[config.mk]
export PLATFORM = sky130hd
export DESIGN_NAME = opl3_host_port
export DESIGN_NICKNAME = d
export VERILOG_FILES = /design/src/opl3_pkg.sv /design/src/opl3_host_port.sv
export VERILOG_INCLUDE_DIRS = /design/src
export SDC_FILE = /design/constraint.sdc
export NUM_CORES = 1
export LEC_CHECK = 0
export BUFFER_PORTS_ARGS = -buffer_cell sky130_fd_sc_hd__buf_2
export CAP_MARGIN = 10
export CELL_PAD_IN_SITES_DETAIL_PLACEMENT = 1
export CELL_PAD_IN_SITES_GLOBAL_PLACEMENT = 2
export CORE_AREA = 4 4 56 58
export CTS_BUF_LIST = sky130_fd_sc_hd__clkbuf_8
export DETAILED_ROUTE_END_ITERATION = 8
export DIE_AREA = 0 0 60 62
export GPL_TIMING_DRIVEN = 0
export PLACE_DENSITY_LB_ADDON = 0.1
export RECOVER_POWER = 50
export SLEW_MARGIN = 20
export SYNTH_ARGS = -nofsm -noshare
export SYNTH_HDL_FRONTEND = slang
export SYNTH_SLANG_ARGS = --single-unit
[constraint.sdc]
create_clock -name clk -period 2.15 [get_ports clk]
set_input_delay 0.1075 -clock clk [delete_from_list [all_inputs] [get_ports clk]]
set_output_delay 0.1075 -clock clk [all_outputs]
set_load 0.05 [all_outputs]
[src/opl3_cfg.svh]
//////////////////////////////////////////////////////////////////////
// OPL3 register subsystem configuration
//   register array depth and bank split
//   timer prescaler lengths
//   register field widths
//////////////////////////////////////////////////////////////////////
`ifndef OPL3_CFG_SVH
`define OPL3_CFG_SVH

`define OPL3_NUM_REGS       512     // two banks of 256
`define OPL3_BANK_OFFSET    256     // first register of bank 1
`define OPL3_ADDR_W         9       // bank bit + register offset
`define OPL3_DATA_W         8

`define OPL3_TIMER1_TICK    8       // clocks per timer 1 tick, short for sim
`define OPL3_TIMER2_MULT    4       // timer 2 tick = timer 1 tick * this

`define OPL3_FNUM_W         10
`define OPL3_BLOCK_W        3
`define OPL3_MULT_W         4
`define OPL3_ENV_W          4       // ar, dr, sl, rr
`define OPL3_TL_W           6
`define OPL3_KSL_W          2
`define OPL3_WS_W           3
`define OPL3_FB_W           3
`define OPL3_TIMER_W        8
`define OPL3_CONN_SEL_W     6

`endif

[src/opl3_pkg.sv]
//////////////////////////////////////////////////////////////////////
// OPL3 register subsystem types
//   field width typedefs, register address and data
//   operator, channel and global parameter structs
//   timer state enum
//////////////////////////////////////////////////////////////////////
`default_nettype none

`include "opl3_cfg.svh"

package opl3_pkg;

    typedef logic [`OPL3_FNUM_W-1:0]  fnum_t;
    typedef logic [`OPL3_BLOCK_W-1:0] block_t;
    typedef logic [`OPL3_MULT_W-1:0]  mult_t;
    typedef logic [`OPL3_ENV_W-1:0]   env_t;
    typedef logic [`OPL3_TL_W-1:0]    tl_t;
    typedef logic [`OPL3_KSL_W-1:0]   ksl_t;
    typedef logic [`OPL3_WS_W-1:0]    ws_t;
    typedef logic [`OPL3_FB_W-1:0]    fb_t;
    typedef logic [`OPL3_TIMER_W-1:0] timer_t;

    typedef logic [`OPL3_ADDR_W-1:0]  reg_addr_t;   // {bank, offset}
    typedef logic [`OPL3_DATA_W-1:0]  reg_data_t;

    typedef struct packed {
        logic  am;      // tremolo enable
        logic  vib;     // vibrato enable
        logic  egt;     // sustained envelope
        logic  ksr;     // key scale rate
        mult_t mult;
        ksl_t  ksl;
        tl_t   tl;      // total level
        env_t  ar;
        env_t  dr;
        env_t  sl;
        env_t  rr;
        ws_t   ws;      // waveform select
    } op_params_t;

    typedef struct packed {
        fnum_t  fnum;
        block_t block;
        logic   kon;    // key on
        logic   cha;    // output routing
        logic   chb;
        logic   chc;
        logic   chd;
        fb_t    fb;     // feedback
        logic   cnt;    // synthesis type
    } ch_params_t;

    typedef struct packed {
        timer_t timer1;                         // presets
        timer_t timer2;
        logic   mt1;                            // flag masks
        logic   mt2;
        logic   st1;                            // start bits
        logic   st2;
        logic [`OPL3_CONN_SEL_W-1:0] connection_sel;  // 4-op pairing
        logic   is_new;                         // OPL3 mode
        logic   nts;
        logic   dam;
        logic   dvb;
        logic   ryt;                            // rhythm mode
        logic   bd;
        logic   sd;
        logic   tom;
        logic   tc;
        logic   hh;
    } glob_params_t;

    typedef enum logic {
        TIMER_IDLE,
        TIMER_RUN
    } timer_state_t;

endpackage

`default_nettype wire

[src/opl3_host_port.sv]
//////////////////////////////////////////////////////////////////////
// OPL3 host port
//   latches bank and register address on the address strobe
//   turns the data strobe into one register array write
//   routes the flag reset command to the timers
//////////////////////////////////////////////////////////////////////
`timescale 1ns/1ps
`default_nettype none

module opl3_host_port (
    input  wire                 clk,
    input  wire                 reset,
    input  wire                 addr_wr,
    input  wire                 data_wr,
    input  wire                 bank,
    input  wire opl3_pkg::reg_data_t host_data,
    output logic                wr_en,
    output opl3_pkg::reg_addr_t wr_addr,
    output opl3_pkg::reg_data_t wr_data,
    output logic                flag_reset
);
    import opl3_pkg::*;

    reg_addr_t addr_q;          // latched {bank, offset}
    logic      is_flag_cmd;

    // bank 0 reg 0x04 with bit 7 set only clears the timer flags
    assign is_flag_cmd = (addr_q == reg_addr_t'('h004)) && host_data[7];

    always_ff @(posedge clk) begin
        if (reset) begin
            addr_q     <= '0;
            wr_en      <= 1'b0;
            flag_reset <= 1'b0;
        end else begin
            if (addr_wr) begin
                addr_q <= {bank, host_data};
            end
            wr_en      <= data_wr && !is_flag_cmd;
            flag_reset <= data_wr && is_flag_cmd;   // one cycle pulse
        end
    end

    // write payload, qualified by wr_en
    always_ff @(posedge clk) begin
        if (data_wr) begin
            wr_addr <= addr_q;
            wr_data <= host_data;
        end
    end

    // the host issues one strobe per cycle
    assert property (@(posedge clk) disable iff (reset)
        !(addr_wr && data_wr))
        else $error("address and data strobes high together");

endmodule

`default_nettype wire

# ---- Word level (Yosys, flattened, before mapping)
# Cells that the tools add are included.
dict set report totals {
  regBits 28
  inputBits 13
}
dict set report op_classes {
  n_eq_ne 1
  n_reduce_logical 4
}
# operator count
set op_table {}
lappend op_table {{9-bit by 3-bit equality test with 1-bit output, second input constant} 1}
lappend op_table {{1-bit logical AND} 3}
lappend op_table {{1-bit logical NOT} 1}

# ---- Longest topological paths before layout
# Gate-level depths: netlist (run 1).
dict set report depth {
  word_depth 4
  depth_mapped 3
  ltp_nobuf 2
}

# ---- Least setup slack after synthesis (run 1)
# Ideal clock, no wire load.
dict set report synth_path {
  path_type {register to register}
  startpoint {register addr_q[8]}
  endpoint {register flag_reset}
  setup_ns 0.061
  arrival_ns 0.775
  required_ns 2.089
  setup_slack_ns 1.314
  path_stages_with_launch 3
  n_path_buf 0
  cell_sequence {dfxtp_1 > nor4_2 > and4b_1}
}
dict set report synth_between {
  elab_chain_cells 3
}
# item line_no
set synth_rtl {}
lappend synth_rtl {{start: declaration} opl3_host_port.sv:24} ;# reg_addr_t addr_q;
lappend synth_rtl {{start signal: assignment} opl3_host_port.sv:37} ;# addr_q <= {bank, host_data};
lappend synth_rtl {{9-bit by 3-bit equality test with 1-bit output} opl3_host_port.sv:28} ;# assign is_flag_cmd = (addr_q == reg_addr_t'('h004)) && host_data[7];
lappend synth_rtl {{1-bit logical AND} opl3_host_port.sv:28}
lappend synth_rtl {{1-bit logical AND} opl3_host_port.sv:40} ;# flag_reset <= data_wr && is_flag_cmd;
lappend synth_rtl {{end signal: assignment} opl3_host_port.sv:40}
lappend synth_rtl {{end: declaration} opl3_host_port.sv:20} ;# output logic flag_reset
# Every way passes these cells.
# A chain may end at the register's enable or synchronous reset.

# ---- Worst setup path in the final report (run 1)
dict set report layout_path {
  startpoint {input data_wr}
  endpoint {register flag_reset}
}
dict set report layout_between {
  elab_chain_cells 1
}
# item line_no
set layout_rtl {}
lappend layout_rtl {{start: declaration} opl3_host_port.sv:14} ;# input wire data_wr,
lappend layout_rtl {{1-bit logical AND} opl3_host_port.sv:40}
# Every way passes these cells.

==> results of run 1 <==
## layer usage
layer / GRT usage / routed length (µm) / vias to the layer above / share of wire
li1: - / - / 262 / -
met1: 0.120 / 721 / 246 / 0.44
met2: 0.150 / 764 / 19 / 0.47
met3: 0.0207 / 137 / 0 / 0.084
met4: 0.0475 / 0 / 0 / 0
met5: 0 / 0 / - / 0
## worst paths after layout
| check | from | cells past startpoint | slack, ns | endpoint |
|---|---|---|---|---|
| setup / recovery | data_wr | 3 | 1.10 | flag_reset$_SDFF_PP0_ |
| setup reg to reg | addr_q[8]$_SDFFE_PP0P_ | 2 | 1.19 | flag_reset$_SDFF_PP0_ |
| hold / removal | host_data[3] | 1 | 0.03 | wr_data[3]$_DFFE_PP_ |
| hold reg to reg | addr_q[0]$_SDFFE_PP0P_ | 0 | 0.46 | wr_addr[0]$_DFFE_PP_ |
## stage by stage
stage,worst slack [ns],cell area [µm²],power [µW],util,hold WS (ns)
after global routing,0.940,1160,1130,0.435,0.0164
after global placement,1.22,1110,789,0.416,0.301
after floorplan,1.31,925,744,-,0.206
after detailed placement,1.22,1110,791,0.416,0.304
after CTS,1.16,1160,1100,0.437,0.0226
final,1.10,1160,1090,0.435,0.0255
## cell type report
cell class | count | area [µm²] | share of cell area
tap | 31 | 38.8 | 0.0335
buffer | 2 | 18.8 | 0.0162
multi-input combinational | 24 | 175 | 0.151
sequential | 28 | 731 | 0.631
timing repair buffer | 29 | 139 | 0.120
clock buffer | 4 | 55.1 | 0.0476
## cell families (layout without fill, tap and decap cells)
family	Yosys count	in the layout	share of synthesized area
flip-flops	28	28	0.790
AND/OR/NAND/NOR	14	14	0.0853
multiplexers	9	9	0.0974
buffers and inverters	2	35	0.0203
AO/OA/AOI/OAI	1	1	0.00677
## sequential cells by signal (all words and copies together) (netlist names)
signal      flops
flag_reset      1
wr_addr         9
addr_q          9
wr_en           1
wr_data         8
## cell usage in the layout, fill, tap and decap left out
cell type	instances
clkbuf_8	4
and4b_1	1
and4bb_2	1
buf_4	1
a31oi_1	1
nand2b_1	1
edfxtp_1	17
mux2i_1	9
clkbuf_1	5
nor4_2	1
nor2_1	10
buf_2	24
buf_6	1
dfxtp_1	11
## where the power goes
group	internal [µW]	total [µW]	switching, µW
Sequential	606	618	12.3
Combinational	37.9	157	119
Clock	163	314	151
==> impl_metrics.env, run 1 <==
export IMPL_status="finished, final reports clean"
export IMPL_netlist_area_um2=925
export IMPL_synth_edf_count=17
export IMPL_ys_flop_type="edfxtp_1"
export IMPL_die_y_um=62
export IMPL_ios=32
export IMPL_setup_tns_final_ns=0
export IMPL_cp_required_ns=2.36
export IMPL_vias=527
export IMPL_synthToLayoutAreaGrowth_pct=25.2
export IMPL_drt_iter0_markers=9
export IMPL_power_density_nw_per_um2=941
export IMPL_ir_drop_uv=397
export IMPL_drive_gt1_frac=0.368
export IMPL_cts_buffers=3
export IMPL_period_share=0.490
export IMPL_htree_levels=1
export IMPL_diodes=0
export IMPL_cts_sinks=28
export IMPL_synthArstFlopShare=0
export IMPL_max_slew_margin_rel=0.346
export IMPL_clk_pin_slew_ns=0.09
export IMPL_layoutNonFillerInstCount=118
export IMPL_cp_start_kind="primary input"
export IMPL_ys_seq_area_frac=0.790
export IMPL_row_count=19
export IMPL_fillCellCount=291
export IMPL_avgSynthCellArea_um2=17.1
export IMPL_die_width_um=60
export IMPL_cap_violations=0
export IMPL_end_kind="register"
export IMPL_postRouteAntennaNets=0
export IMPL_grt_max_degree=19
export IMPL_dr_pass1_iters=3
export IMPL_path_buf_inv=1
export IMPL_routed_via_density=4.47
export IMPL_die_area_um2=3720
export IMPL_cpPeakStageDelay_ns=0.71
export IMPL_setup_viol=0
export IMPL_wl_per_cell_um=13.8
export IMPL_critPathMaxFanout=18
export IMPL_syn_inst=54
export IMPL_place_congestion=0.691
export IMPL_yosysTopAreaCell="edfxtp_1"
export IMPL_hold_viol_final=0
export IMPL_cts_resized_gates=0
export IMPL_tritoncts="yes"
export IMPL_drt_total_wl_mm=1.62
export IMPL_hp_class="in2reg"
export IMPL_fmax_ghz=0.950
export IMPL_finalCriticalPeriod_ns=1.05
export IMPL_maxSlewViolCount=0
export IMPL_synth_top_cell_area_share=0.552
export IMPL_nets=101
export IMPL_fin_skew_ns=0.00244
export IMPL_critPathTopFamily="buffers and inverters"
export IMPL_dp_cells=114
export IMPL_crit_slowest_cell="clkbuf_1"
export IMPL_grt_first_pass_wirelength_mm=2.52
export IMPL_port_buffers=29
export IMPL_synth_cell_types=11
export IMPL_cp_cell_sequence="clkbuf_1, nand2b_1, and4b_1"
export IMPL_worstSetupPathType="in2reg"
export IMPL_postCtsSetupBuffers=0
export IMPL_ys_warn_count=0
export IMPL_clk_path_buf_depth=2
export IMPL_worst_pin_slew_ns=0.982
export IMPL_drc=0
export IMPL_worstPathArrival_ns=1.26
export IMPL_synth_seq_cells=28
export IMPL_hold_buffers=0
export IMPL_grt_overflow=0
export IMPL_p_leak_uw=0.000495
export IMPL_coreArea_um2=2660
export IMPL_clockRootBuffer="clkbuf_8"
export IMPL_antenna_found_initial=0
export IMPL_ys_top_cells_by_area="edfxtp_1 55%, dfxtp_1 24%, mux2i_1 9.7%"
export IMPL_yosys_cell_count_top_type="edfxtp_1"
export IMPL_grt_pass1_vias=534
export IMPL_initial_core_util=0.347
export IMPL_clkLatencyLatePin_ns=0.26
export IMPL_synthTopCellsByCount="17 x edfxtp_1, 11 x dfxtp_1, 10 x nor2_1"
export IMPL_grt_usage=0.0937
export IMPL_syn_nets=67
export IMPL_rsz0062_at_grt="no"
Power figures use the tool's default switching activity.
==> run 2: changes to the inputs <==
Settings changed: ABC_AREA from default to 1, CORE_AREA 4 4 56 58 to 4 4 59 61, DIE_AREA 0 0 60 62 to 0 0 63 65.
Clock period 2.15 ns to 1.1 ns, I/O delays scaled along.
==> run 2 against run 1 <==
  * Critical path depth is 2 lower
  * Area after synthesis stayed put
  * Total power is 94% higher
  * Synthesized cell count is 30% higher
  * Clock power is 77% higher
  * Die area is 10% higher
  * Utilization is 2.0 points lower
  * Critical path type is now reg2out
  * Largest power group unchanged
  * Highest routed layer is now met4
==> impl_metrics.env, run 2 <==
export IMPL_synthArstFlopShare=0
export IMPL_tritoncts="yes"
export IMPL_syn_inst=70
export IMPL_grt_overflow=0
export IMPL_cpPeakStageDelay_ns=0.39
export IMPL_drt_iter0_markers=2
export IMPL_antenna_found_initial=0
export IMPL_worstPathArrival_ns=0.88
export IMPL_ios=32
export IMPL_maxSlewViolCount=0
export IMPL_ys_seq_area_frac=0.790
export IMPL_clk_pin_slew_ns=0.09
export IMPL_top_regs="addr_q: 9 flops, wr_addr: 9 flops, wr_data: 8 flops"
export IMPL_row_count=20
export IMPL_place_congestion=0.673
export IMPL_fmax_ghz=1.06
export IMPL_worst_slack_ns=0.161
export IMPL_worst_pin_slew_ns=0.482
export IMPL_clk_path_buf_depth=2
export IMPL_critPathTopFamily="flip-flops"
export IMPL_ir_drop_uv=706
export IMPL_setup_tns_final_ns=0
export IMPL_grt_first_pass_wirelength_mm=3.24
export IMPL_crit_end="wr_addr[8]"
export IMPL_critPathLaunch="wr_addr[8]$_DFFE_PP_"
export IMPL_rsz0062_at_grt="no"
export IMPL_hold_viol_final=0
export IMPL_cap_violations=0
export IMPL_ys_flop_type="edfxtp_1"
export IMPL_setup_viol=0
export IMPL_cts_resized_gates=0
export IMPL_drt_total_wl_mm=1.93
export IMPL_dp_worst_setup_slack_ns=0.265
export IMPL_drive_gt1_frac=0.304
export IMPL_grt_pass1_vias=678
export IMPL_final_common_cell="buf_2"
export IMPL_drc=0
export IMPL_synth_top_cell_area_share=0.552
export IMPL_yosysTopAreaCell="edfxtp_1"
export IMPL_syn_nets=83
export IMPL_postRouteAntennaNets=0
export IMPL_dr_pass1_iters=2
export IMPL_critPathMaxFanout=1
export IMPL_port_buffers=30
export IMPL_wl_per_cell_um=13.3
export IMPL_r2r_end="wr_en$_SDFF_PP0_"
export IMPL_status="finished, final reports clean"
export IMPL_worstSetupPathType="reg2out"
export IMPL_hp_class="in2reg"
export IMPL_synth_edf_count=17
export IMPL_avgSynthCellArea_um2=13.2
export IMPL_htree_levels=1
export IMPL_coreArea_um2=2980
export IMPL_cts_sinks=28
export IMPL_ys_top_cells_by_area="edfxtp_1 55%, dfxtp_1 24%, nor2_1 9.7%"
export IMPL_synthToLayoutAreaGrowth_pct=33.7
export IMPL_clkLatencyLatePin_ns=0.27
export IMPL_yosys_cell_count_top_type="nor2_1"
export IMPL_mostFrequentLayoutCells="25 x buf_2, 24 x nor2_1, 17 x edfxtp_1, 11 x dfxtp_1, 9 x o21ai_0"
export IMPL_cp_cell_sequence="buf_2"
export IMPL_ff2ff_setup_slack_ns=0.27
export IMPL_diodes=0
export IMPL_max_slew_margin_rel=0.679
export IMPL_path_buf_inv=1
export IMPL_routed_via_density=4.40
export IMPL_nets=126
export IMPL_initial_core_util=0.311
export IMPL_hpwlAfterDp_mm=1.32
export IMPL_worstReg2RegStart="addr_q[6]$_SDFFE_PP0P_"
export IMPL_die_width_um=63
export IMPL_ys_warn_count=0
export IMPL_grt_usage=0.107
export IMPL_p_leak_uw=0.000522
export IMPL_power_uw=2110
export IMPL_netlist_area_um2=925
export IMPL_synth_cell_types=12
export IMPL_grt_max_degree=19
export IMPL_die_area_um2=4100
export IMPL_crit_slowest_cell="edfxtp_1"
export IMPL_clockRootBuffer="clkbuf_8"
export IMPL_fin_skew_ns=0.000947
export IMPL_die_y_um=65
export IMPL_rr_worst_depth=4
export IMPL_cp_required_ns=1.04
export IMPL_synthTopCellsByCount="24 x nor2_1, 17 x edfxtp_1, 11 x dfxtp_1"
export IMPL_power_density_nw_per_um2=1710
export IMPL_synth_seq_cells=28
export IMPL_period_share=0.854
export IMPL_cts_buffers=3
export IMPL_vias=638
export IMPL_cp_num_cells=1
export IMPL_finalCriticalPeriod_ns=0.939
export IMPL_end_kind="primary output"
export IMPL_cp_start_kind="register"
[run 2: how the worst min path moves through the flow]
stage / cells past startpoint / slack, ns / startpoint / endpoint
final: 3 / 0.01 / bank / addr_q[8]$_SDFFE_PP0P_
after global routing: 3 / 0.03 / bank / addr_q[8]$_SDFFE_PP0P_
after CTS: 3 / 0.008 / bank / addr_q[8]$_SDFFE_PP0P_
after detailed placement: 1 / 0.25 / host_data[5] / wr_data[5]$_DFFE_PP_
after global placement: 1 / 0.25 / host_data[3] / wr_data[3]$_DFFE_PP_
after floorplan: 0 / 0.15 / host_data[0] / wr_data[0]$_DFFE_PP_
[run 2: repair_timing]
action | 4_1_cts | 5_1_grt
setup buffers | 0 | 0
hold buffers | 8 | 0
endpoints found under the hold margin | 8 | 0
[run 2: power by group]
part | internal [µW] | switching (µW)
combinational | 86.4 | 252
clock | 251 | 305
sequential | 1190 | 26.7
total | 1530 | 584
[run 2: per-stage QoR]
stage / utilization / hold WS, ns / area (µm²) / cells
finish: 0.415 / 0.0148 / 1240 / 145
detailed placement: 0.375 / 0.252 / 1120 / 133
global placement: 0.375 / 0.247 / 1120 / 133
floorplan: - / 0.154 / 925 / 70
global route: 0.415 / 0.0259 / 1240 / 145
CTS: 0.417 / 0.00788 / 1240 / 145
[run 2: final cells by class]
type | instances | area, µm²
fill | 347 | 1740
sequential | 28 | 731
timing repair buffer | 38 | 225
multi-input combinational | 38 | 164
clock buffer | 3 | 41.3
tap | 33 | 41.3
inverter | 3 | 18.8
buffer | 1 | 11.3
clock inverter | 1 | 3.75
[run 2: cells by family (layout without fill, tap and decap cells)]
family / Yosys count / after routing / share of synthesized area
AO/OA/AOI/OAI: 9 / 9 / 0.0487
buffers and inverters: 4 / 46 / 0.0325
flip-flops: 28 / 28 / 0.790
AND/OR/NAND/NOR: 29 / 29 / 0.129
[run 2: layer usage]
metal,part of all wire,wire (µm),global-route usage
met1,0.42,813,0.131
met2,0.51,985,0.171
met3,0.054,104,0.0295
met4,0.015,29,0.0579
met5,0,0,0
