--- config.mk ---
export PLATFORM = sky130hd
export DESIGN_NAME = opl3_timers
export DESIGN_NICKNAME = d
export VERILOG_FILES = /design/src/opl3_pkg.sv /design/src/opl3_timers.sv
export VERILOG_INCLUDE_DIRS = /design/src
export SDC_FILE = /design/constraint.sdc
export NUM_CORES = 1
export LEC_CHECK = 0
export ABC_CLOCK_PERIOD_IN_PS = 2420
export BUFFER_PORTS_ARGS = -buffer_cell sky130_fd_sc_hd__buf_2
export CAP_MARGIN = 20
export CORE_MARGIN = 4
export CORE_UTILIZATION = 35
export CTS_CLUSTER_SIZE = 40
export DETAILED_ROUTE_END_ITERATION = 12
export PLACE_DENSITY = 0.59
export RECOVER_POWER = 25
export SLEW_MARGIN = 25
export SYNTH_ARGS = -nofsm -noshare
export SYNTH_HDL_FRONTEND = slang
export SYNTH_SLANG_ARGS = --single-unit
--- constraint.sdc ---
create_clock -name clk -period 2.42 [get_ports clk]
set_input_delay 0.484 -clock clk [delete_from_list [all_inputs] [get_ports clk]]
set_output_delay 0.484 -clock clk [all_outputs]
set_load 0.1 [all_outputs]
--- src/opl3_cfg.svh ---
//////////////////////////////////////////////////////////////////////
// OPL3 register subsystem configuration
//   register array depth and bank split
//   timer prescaler lengths
//   register field widths
//////////////////////////////////////////////////////////////////////
`ifndef OPL3_CFG_SVH
`define OPL3_CFG_SVH

`define OPL3_NUM_REGS       512     // two banks of 256
`define OPL3_BANK_OFFSET    256     // first register of bank 1
`define OPL3_ADDR_W         9       // bank bit + register offset
`define OPL3_DATA_W         8

`define OPL3_TIMER1_TICK    8       // clocks per timer 1 tick, short for sim
`define OPL3_TIMER2_MULT    4       // timer 2 tick = timer 1 tick * this

`define OPL3_FNUM_W         10
`define OPL3_BLOCK_W        3
`define OPL3_MULT_W         4
`define OPL3_ENV_W          4       // ar, dr, sl, rr
`define OPL3_TL_W           6
`define OPL3_KSL_W          2
`define OPL3_WS_W           3
`define OPL3_FB_W           3
`define OPL3_TIMER_W        8
`define OPL3_CONN_SEL_W     6

`endif

--- src/opl3_pkg.sv ---
//////////////////////////////////////////////////////////////////////
// OPL3 register subsystem types
//   field width typedefs, register address and data
//   operator, channel and global parameter structs
//   timer state enum
//////////////////////////////////////////////////////////////////////
`default_nettype none

`include "opl3_cfg.svh"

package opl3_pkg;

    typedef logic [`OPL3_FNUM_W-1:0]  fnum_t;
    typedef logic [`OPL3_BLOCK_W-1:0] block_t;
    typedef logic [`OPL3_MULT_W-1:0]  mult_t;
    typedef logic [`OPL3_ENV_W-1:0]   env_t;
    typedef logic [`OPL3_TL_W-1:0]    tl_t;
    typedef logic [`OPL3_KSL_W-1:0]   ksl_t;
    typedef logic [`OPL3_WS_W-1:0]    ws_t;
    typedef logic [`OPL3_FB_W-1:0]    fb_t;
    typedef logic [`OPL3_TIMER_W-1:0] timer_t;

    typedef logic [`OPL3_ADDR_W-1:0]  reg_addr_t;   // {bank, offset}
    typedef logic [`OPL3_DATA_W-1:0]  reg_data_t;

    typedef struct packed {
        logic  am;      // tremolo enable
        logic  vib;     // vibrato enable
        logic  egt;     // sustained envelope
        logic  ksr;     // key scale rate
        mult_t mult;
        ksl_t  ksl;
        tl_t   tl;      // total level
        env_t  ar;
        env_t  dr;
        env_t  sl;
        env_t  rr;
        ws_t   ws;      // waveform select
    } op_params_t;

    typedef struct packed {
        fnum_t  fnum;
        block_t block;
        logic   kon;    // key on
        logic   cha;    // output routing
        logic   chb;
        logic   chc;
        logic   chd;
        fb_t    fb;     // feedback
        logic   cnt;    // synthesis type
    } ch_params_t;

    typedef struct packed {
        timer_t timer1;                         // presets
        timer_t timer2;
        logic   mt1;                            // flag masks
        logic   mt2;
        logic   st1;                            // start bits
        logic   st2;
        logic [`OPL3_CONN_SEL_W-1:0] connection_sel;  // 4-op pairing
        logic   is_new;                         // OPL3 mode
        logic   nts;
        logic   dam;
        logic   dvb;
        logic   ryt;                            // rhythm mode
        logic   bd;
        logic   sd;
        logic   tom;
        logic   tc;
        logic   hh;
    } glob_params_t;

    typedef enum logic {
        TIMER_IDLE,
        TIMER_RUN
    } timer_state_t;

endpackage

`default_nettype wire

--- src/opl3_timers.sv ---
//////////////////////////////////////////////////////////////////////
// OPL3 timers
//   shared prescaler for the timer 1 and timer 2 ticks
//   two 8-bit up counters with preset reload
//   overflow flags with masks, flag reset and interrupt
//////////////////////////////////////////////////////////////////////
`timescale 1ns/1ps
`default_nettype none

`include "opl3_cfg.svh"

module opl3_timers (
    input  wire                       clk,
    input  wire                       reset,
    input  wire opl3_pkg::glob_params_t glob,
    input  wire                       flag_reset,
    output logic [2:0]                status_flags,   // {irq, ft1, ft2}
    output logic                      irq
);
    import opl3_pkg::*;

    localparam int PRE_W = $clog2(`OPL3_TIMER1_TICK);
    localparam int DIV_W = $clog2(`OPL3_TIMER2_MULT);

    logic [PRE_W-1:0] pre_cnt;
    logic [DIV_W-1:0] div_cnt;      // timer 1 ticks within a timer 2 tick
    logic             tick1;

    logic [1:0]   start;            // index 0 is timer 1
    logic [1:0]   start_q;
    logic [1:0]   mask;
    logic [1:0]   tick;
    logic [1:0]   flag;
    timer_t       preset [2];
    timer_t       count  [2];
    timer_state_t state  [2];

    assign tick1 = (pre_cnt == PRE_W'(`OPL3_TIMER1_TICK - 1));

    assign tick[0] = tick1;
    assign tick[1] = tick1 && (div_cnt == DIV_W'(`OPL3_TIMER2_MULT - 1));

    assign start     = {glob.st2, glob.st1};
    assign mask      = {glob.mt2, glob.mt1};
    assign preset[0] = glob.timer1;
    assign preset[1] = glob.timer2;

    // free running, so the first tick lands anywhere in a period
    always_ff @(posedge clk) begin
        if (reset) begin
            pre_cnt <= '0;
            div_cnt <= '0;
        end else begin
            pre_cnt <= tick1 ? '0 : pre_cnt + 1'b1;
            if (tick1) begin
                div_cnt <= tick[1] ? '0 : div_cnt + 1'b1;
            end
        end
    end

    always_ff @(posedge clk) begin
        if (reset) begin
            start_q <= '0;
            flag    <= '0;
            for (int i = 0; i < 2; i++) begin
                state[i] <= TIMER_IDLE;
                count[i] <= '0;
            end
        end else begin
            start_q <= start;
            for (int i = 0; i < 2; i++) begin
                if (start[i] && !start_q[i]) begin
                    state[i] <= TIMER_RUN;
                    count[i] <= preset[i];
                end else if (!start[i]) begin
                    state[i] <= TIMER_IDLE;     // flag is kept
                end else if (state[i] == TIMER_RUN && tick[i]) begin
                    if (count[i] == '1) begin
                        count[i] <= preset[i];
                        if (!mask[i]) begin
                            flag[i] <= 1'b1;
                        end
                    end else begin
                        count[i] <= count[i] + 1'b1;
                    end
                end
            end
            if (flag_reset) begin
                flag <= '0;     // wins over a same-cycle overflow
            end
        end
    end

    assign irq          = |flag;
    assign status_flags = {irq, flag[0], flag[1]};

    assert property (@(posedge clk) disable iff (reset)
        status_flags[2] |-> |status_flags[1:0])
        else $error("irq without a timer flag");

endmodule

`default_nettype wire

# Word level (Yosys, flattened, before mapping)

Memory sizes are Yosys's and may differ from the RTL's.
Index checks and enable logic that the tools add are counted.

Register bits after elaboration: 9
RAM bits: 18
Input port bits: 39
Output and inout port bits: 4
Memories: 2

Memory list:

| memory | depth | bits a word | rd ports | clocked after memory_dff | write ports | RTL line          | RTL |
|---|---|---|---|---|---|---|---|
| count  | 2     | 8           | 2        | 0                        | 2           | opl3_timers.sv:35 | `timer_t count [2];` |
| state  | 2     | 1           | 2        | 0                        | 2           | opl3_timers.sv:36 | `timer_state_t state [2];` |

Add/sub/neg operators: 4
Eq/ne operators: 4
Multiplexer cells: 51
Bitwise operators: 14
Reduce and logical (&&, ||, !) cells: 12

Operators with widths:

| cell                | number |
|---|---|
| $mux 8              | 6 |
| $mux 1              | 44 |
| $add 8x1->8 const B | 2 |
| $eq 8x8->1 const B  | 2 |
| $or 1x1->1          | 10 |
| $reduce_and 5->1    | 2 |
| $reduce_or 2->1     | 3 |
| $logic_and 1x1->1   | 5 |
| $not 1->1           | 4 |
| $add 3x1->3 const B | 1 |
| $eq 3x3->1 const B  | 1 |
| $add 2x1->2 const B | 1 |
| $eq 2x2->1 const B  | 1 |
| $logic_not 1->1     | 2 |
| $mux 2              | 1 |

# Longest topological paths before layout

Gate-level depths: netlist of the first run.

Depth in word-level cells: 10
Mapped depth: 8
Mapped depth without buffers: 6

# Worst setup path before layout of the first run

Ideal clock, no wire load.

Path type: reg-to-output
Start: register flag[0]
End: output port status_flags[2]
Data arrival time: 1919 ps
Data required time: 1936 ps
Slack: 17 ps
Cell stages (with the launch flop): 3
Buffers on the path: 1
Cell sequence: dfxtp_1 > or2_2 > buf_4

Word-level cells in the longest chain between the ends: 1

Ends and longest elaborated chain:

| item                             | RTL line          | RTL |
|---|---|---|
| start: declaration               | opl3_timers.sv:33 | `logic [1:0] flag;` |
| start signal: assignment         | opl3_timers.sv:64 | `flag <= '0;` |
| start signal: indexed assignment | opl3_timers.sv:81 | `flag[i] <= 1'b1;` |
| start signal: assignment         | opl3_timers.sv:89 | `flag <= '0;` |
| $reduce_or 2->1                  | opl3_timers.sv:94 | `assign irq = \|flag;` |
| end: declaration                 | opl3_timers.sv:17 | `output logic [2:0] status_flags,` |

Every way passes these cells.

==> flow_summary.yaml, run 1 <==
place:
  preCtsSetupSlack_ns: 0.293
  gp_congestion: 0.857
  portBuffers: 26
  place_area_sq_um: 1690
  hpwl_mm: 2.25
synthesis:
  synth_warnings: 0
  synth_seq_cells: 27
  async_reset_ff_frac: 0
  syn_area_sq_um: 1530
  synth.distinct_cells: 42
  synth-edff-count: 17
  synth_nets: 185
  ys_dominant_reg_cell: "edfxtp_1"
  syn_inst: 141
  synth_area_per_cell_sq_um: 10.9
  synth_seq_area_share: 0.464
layout:
  multi_input_area_sq_um: 728
  nFillCells: 410
  synthToLayoutAreaGrowth_pct: 12.5
  antenna-diode-count: 0
  num-nets-final: 214
  seq_area_sq_um: 711
  final_cell_area_sq_um: 1720
  final_cell_mix: "24 x buf_2, 17 x edfxtp_1, 14 x nor2_1"
  final_common_cell: "buf_2"
  layout-drive-gt1-share: 0.231
sta:
  max_freq_ghz: 0.473
  finalWorstSetupSlack_ns: 0.308
  setup_tns_ns: 0
  setup_viol: 0
  fin_crit_sh: 0.873
  maxSlewViolCount: 0
  fin_crit_ns: 2.11
  slew_headroom: 0.228
  worst_slew_pin_slew_ns: 1.16
  final_hold_viol_count: 0
  fin_skew_ns: 0.00150
  rsz0062_at_grt: "false"
  hold_ws_ns: 0.440
clocking:
  cts.clk_slew.worst_paths_ns: 0.09
  cts_made_buffers: 3
  cts_htree_levels: 1
  cts_resized: 0
  ctsHoldBuffers: 0
  insertion_delay_ns: 0.27
  cts_tree: "yes"
  cts_root_buf: "clkbuf_8"
  postCtsSetupRepairBufs: 0
  cts.sinks: 27
  clk_path_buf_depth: 2
worst_hold_path:
  holdCritStartpoint: "pre_cnt[0]"
  hp-class: "reg2reg"
  min_to: "pre_cnt[0]"
  hold_path_depth: 1
run_status:
  status: "finished clean"
detailed_routing:
  wl_per_cell_um: 13.5
  drtPass1Iterations: 4
  antenna_left: 0
  routed_wl_mm: 2.95
  vias_per_cell: 5.07
  vias: 1111
  drc: 0
  first_iter_violations: 51
critical_path:
  worstReg2RegStart: "pre_cnt[0]"
  regToRegSetupSlack_ns: 0.31
  critPathLaunchType: "register"
  required_ns: 2.43
  rr_endpoint: "count[1][2]"
  r2r_cells: 6
  cp.arrival_ns: 2.13
  crit_fanout: 6
  end_kind: "register"
  critical_path_class: "reg2reg"
die:
  die_area_sq_um: 5500
  num_rows: 23
  die_h_um: 74.2
  die_w_um: 74.2
  ios: 43
  core_sq_um: 4120
  start_util: 0.372
global_routing:
  use_met2: 0.199
  grt_start_max_net_pins: 15
  antenna_found_initial: 0
  grt_use_total: 0.115
  use_met1: 0.131
  first_global_vias: 1137
  top_usage_layer: "met2"
  grt_overflow_total: 0
  grt_first_pass_wirelength_mm: 4.80
  gr-usage-met3: 0.0297
pwr:
  cellLeakagePower_nw: 0.690
  cellPowerDensity_nw_per_um2: 530
  vdd_ir_drop_max_mv: 0.246
job:
  cap_violations: 0
## registers in the layout, summed over array words and instances (netlist names)
signal	count
count	16
pre_cnt	3
div_cnt	2
flag	2
start_q	2
state	2
## through the flow
stage	power, mW	util	cells
finish	0.913	0.419	219
global placement	0.665	0.412	215
detailed placement	0.672	0.412	215
CTS	0.927	0.423	219
floorplan	0.631	-	141
global route	0.957	0.419	219
## cells in the mapped netlist, drive strengths merged (2+ instances only)
| cell | count | area, sq um |
|---|---|---|
| a211oi | 7 | 85.1 |
| a41oi | 2 | 17.5 |
| xor2 | 5 | 43.8 |
| nor3b | 2 | 15.0 |
| a21o | 2 | 15.0 |
| buf | 5 | 46.3 |
| o22ai | 5 | 31.3 |
| and4 | 2 | 20.0 |
| dfxtp | 10 | 200 |
| nor2 | 15 | 58.8 |
| nand3 | 7 | 35.0 |
| nand2b | 3 | 26.3 |
| nand2 | 13 | 48.8 |
| nor3 | 3 | 15.0 |
| a21oi | 2 | 10.0 |
| nand4 | 2 | 27.5 |
| ha | 5 | 62.6 |
| o21a | 2 | 15.0 |
| and3 | 3 | 20.0 |
| a22o | 2 | 17.5 |
| xnor2 | 6 | 52.6 |
| mux2i | 6 | 60.1 |
| inv | 6 | 22.5 |
| edfxtp | 17 | 510 |
## layer usage
metal  part of all wire  up-vias
met2               0.46       26
li1                   -      571
met3              0.068        6
met4              0.017        0
met1               0.46      508
met5                  0        -
## cell type report
class | instances | share of cell area
well taps | 50 | 0.0363
clock buffers | 4 | 0.0261
flip-flops and latches | 27 | 0.412
repair buffers | 30 | 0.0893
inverters | 6 | 0.0131
multi-input cells | 102 | 0.423
## power by group
group	switching, mW	internal (mW)
clock	0.137	0.118
sequential	0.0277	0.524
combinational	0.0538	0.0522
total	0.219	0.694
## how the worst max path moves through the flow
stage	start	end	slack, ns	cells past startpoint
3_3_place_gp	pre_cnt[0]	count[1][3]	0.34	6
3_5_place_dp	pre_cnt[0]	count[1][2]	0.29	6
2_1_floorplan	flag[0]	status_flags[2]	0.02	2
5_1_grt	pre_cnt[0]	count[1][2]	0.22	6
6_report	pre_cnt[0]	count[1][2]	0.31	6
4_1_cts	pre_cnt[0]	count[1][2]	0.28	6
## critical path, cell delays in order (launching register included)
cell      delay [ns]
dfxtp_1         0.33
ha_1            0.19
ha_1            0.25
a21boi_0        0.28
o22a_1          0.25
nor2b_1         0.40
o22ai_1         0.16
## cell families after synthesis
kind of cell             share of synthesized area
AO/OA/AOI/OAI                                0.151
flip-flops                                   0.464
buffers and inverters                       0.0539
multiplexers                                0.0392
XOR/XNOR                                    0.0629
AND/OR/NAND/NOR                              0.188
adder cells (fa/ha/maj)                     0.0408
No activity file was read; power rests on OpenSTA's default activity.
==> run 2: changes to the inputs <==
--- a/config.mk
+++ b/config.mk
@@ -15,6 +15,7 @@
 export DETAILED_ROUTE_END_ITERATION = 12
 export PLACE_DENSITY = 0.59
 export RECOVER_POWER = 25
+export REMOVE_ABC_BUFFERS = 1
 export SLEW_MARGIN = 25
 export SYNTH_ARGS = -nofsm -noshare
 export SYNTH_HDL_FRONTEND = slang
==> run 2 against run 1 <==
Effect of this change: die area did not move; sequential cell count did not move; power grew 0.39%; sequential share of layout area is 0.39 points higher; non-clock buffer count shrank 1; hold slack gained 0.013 ns; utilization is 0.40 points lower; setup slack got worse by 0.036 ns; clock skew increased by 0.00066 ns; final cell count fell by 0.46%; clock-buffer cell count did not move; critical path type unchanged; largest cell class unchanged.
==> flow_summary.yaml, run 2 (synthesis results as in run 1) <==
run_status:
  status: "finished clean"
critical_path:
  required_ns: 2.43
  rr_endpoint: "count[1][2]"
  cpMostUsedCell: "ha_1"
  critPathLaunchType: "register"
  crit_start: "pre_cnt[0]"
  regToRegSetupSlack_ns: 0.27
  max_stage_delay_ns: 0.37
  worstReg2RegStart: "pre_cnt[0]"
  crit_chain: "ha_1 -> ha_1 -> a21boi_0 -> o22a_1 -> nor2b_1 -> o22ai_1"
  cp.arrival_ns: 2.16
  crit_path_end: "count[1][2]"
  cp_slowest_cell: "nor2b_1"
  crit_fanout: 9
  path_delay_family: "compound AO/OA/AOI/OAI gates"
  end_kind: "register"
  cp_num_buf_inv: 0
  critical_path_class: "reg2reg"
  r2r_cells: 6
  cp.depth: 6
layout:
  synthToLayoutAreaGrowth_pct: 11.4
  num-nets-final: 213
  largest_reg_flops: 16
  final_core_util: 0.415
  layout-drive-gt1-share: 0.232
  nFillCells: 415
  antenna-diode-count: 0
  final_cell_mix: "24 x buf_2, 17 x edfxtp_1, 14 x nor2_1"
  final_cells: 218
  reg_top3: "count x16, pre_cnt x3"
  top_register: "count"
  final_common_cell: "buf_2"
  final_cell_area_sq_um: 1710
pwr:
  cellLeakagePower_nw: 0.683
  seq_power_share: 0.601
  total_power_mw: 0.917
  clock_power_share: 0.283
  power.share.combinational: 0.115
  vdd_ir_drop_max_mv: 0.215
  sw_frac_of_total: 0.242
  internal_power_mw: 0.695
  cellPowerDensity_nw_per_um2: 537
  switching_power_mw: 0.222
die:
  die_area_sq_um: 5500
  core_sq_um: 4120
  num_rows: 23
  die_h_um: 74.2
  ios: 43
  die_w_um: 74.2
  start_util: 0.372
sta:
  max_freq_ghz: 0.465
  fin_crit_ns: 2.15
  final_hold_viol_count: 0
  worst_slew_pin_slew_ns: 1.16
  hold_ws_ns: 0.453
  finalWorstSetupSlack_ns: 0.271
  setup_viol: 0
  fin_crit_sh: 0.888
  slew_headroom: 0.229
  maxSlewViolCount: 0
  rsz0062_at_grt: "false"
  fin_skew_ns: 0.00215
  setup_tns_ns: 0
global_routing:
  antenna_found_initial: 0
  grt_first_pass_wirelength_mm: 4.89
  grt_use_total: 0.113
  grt_overflow_total: 0
  grt_start_max_net_pins: 15
  first_global_vias: 1100
detailed_routing:
  vias: 1109
  drtPass1Iterations: 4
  first_iter_violations: 47
  antenna_left: 0
  drc: 0
  routed_wl_mm: 3.01
  wl_per_cell_um: 13.8
  vias_per_cell: 5.09
place:
  hpwl_mm: 2.31
  portBuffers: 26
  gp_congestion: 0.883
  place_inst: 214
  preCtsSetupSlack_ns: 0.262
  place_area_sq_um: 1690
clocking:
  postCtsSetupRepairBufs: 0
  cts_resized: 0
  cts.sinks: 27
  cts_htree_levels: 1
  cts_root_buf: "clkbuf_8"
  cts.clk_slew.worst_paths_ns: 0.09
  insertion_delay_ns: 0.27
  cts_tree: "yes"
  cts_made_buffers: 3
  ctsHoldBuffers: 0
  clk_path_buf_depth: 2
worst_hold_path:
  hp-class: "reg2reg"
job:
  cap_violations: 0
run 2: metal layers:
| metal | share of wire | vias up | wire length (um) | GRT usage |
|---|---|---|---|---|
| met1 | 0.46 | 510 | 1390 | 0.142 |
| met2 | 0.49 | 27 | 1470 | 0.192 |
| met4 | 0.0090 | 0 | 27 | 0.0483 |
| li1 | - | 570 | - | - |
| met5 | 0 | - | 0 | 0 |
| met3 | 0.042 | 2 | 127 | 0.0162 |
run 2: how the worst min path moves through the flow:
stage	startpoint	endpoint	slack (ns)	cells past startpoint
after floorplan	pre_cnt[0]	pre_cnt[0]	0.40	1
after global placement	pre_cnt[0]	pre_cnt[0]	0.41	1
after detailed placement	pre_cnt[0]	pre_cnt[0]	0.45	1
after CTS	flag_reset	flag[0]	0.46	3
after global routing	flag_reset	flag[0]	0.46	3
final	pre_cnt[0]	pre_cnt[0]	0.45	1
run 2: cell type report:
| type | instances | area (sq um) | share of cell area |
|---|---|---|---|
| Sequential cell | 27 | 711 | 0.416 |
| Tap cell | 50 | 62.6 | 0.0367 |
| Clock buffer | 4 | 45.0 | 0.0264 |
| Timing Repair Buffer | 29 | 150 | 0.0880 |
| Inverter | 6 | 22.5 | 0.0132 |
| Multi-Input combinational cell | 102 | 716 | 0.419 |
run 2: power by group through the flow:
| stage | combinational [mW] | clock (mW) | sequential, mW |
|---|---|---|---|
| 6_report | 0.106 | 0.260 | 0.551 |
| 5_1_grt | 0.119 | 0.283 | 0.555 |
| 4_1_cts | 0.109 | 0.266 | 0.552 |
| 3_5_place_dp | 0.109 | 0 | 0.562 |
| 3_3_place_gp | 0.104 | 0 | 0.560 |
| 2_1_floorplan | 0.0688 | 0 | 0.555 |
run 2: worst reg2reg max path: stages (launching register included):
cell	delay, ns
dfxtp_1	0.33
ha_1	0.21
ha_1	0.31
a21boi_0	0.32
o22a_1	0.20
nor2b_1	0.37
o22ai_1	0.17
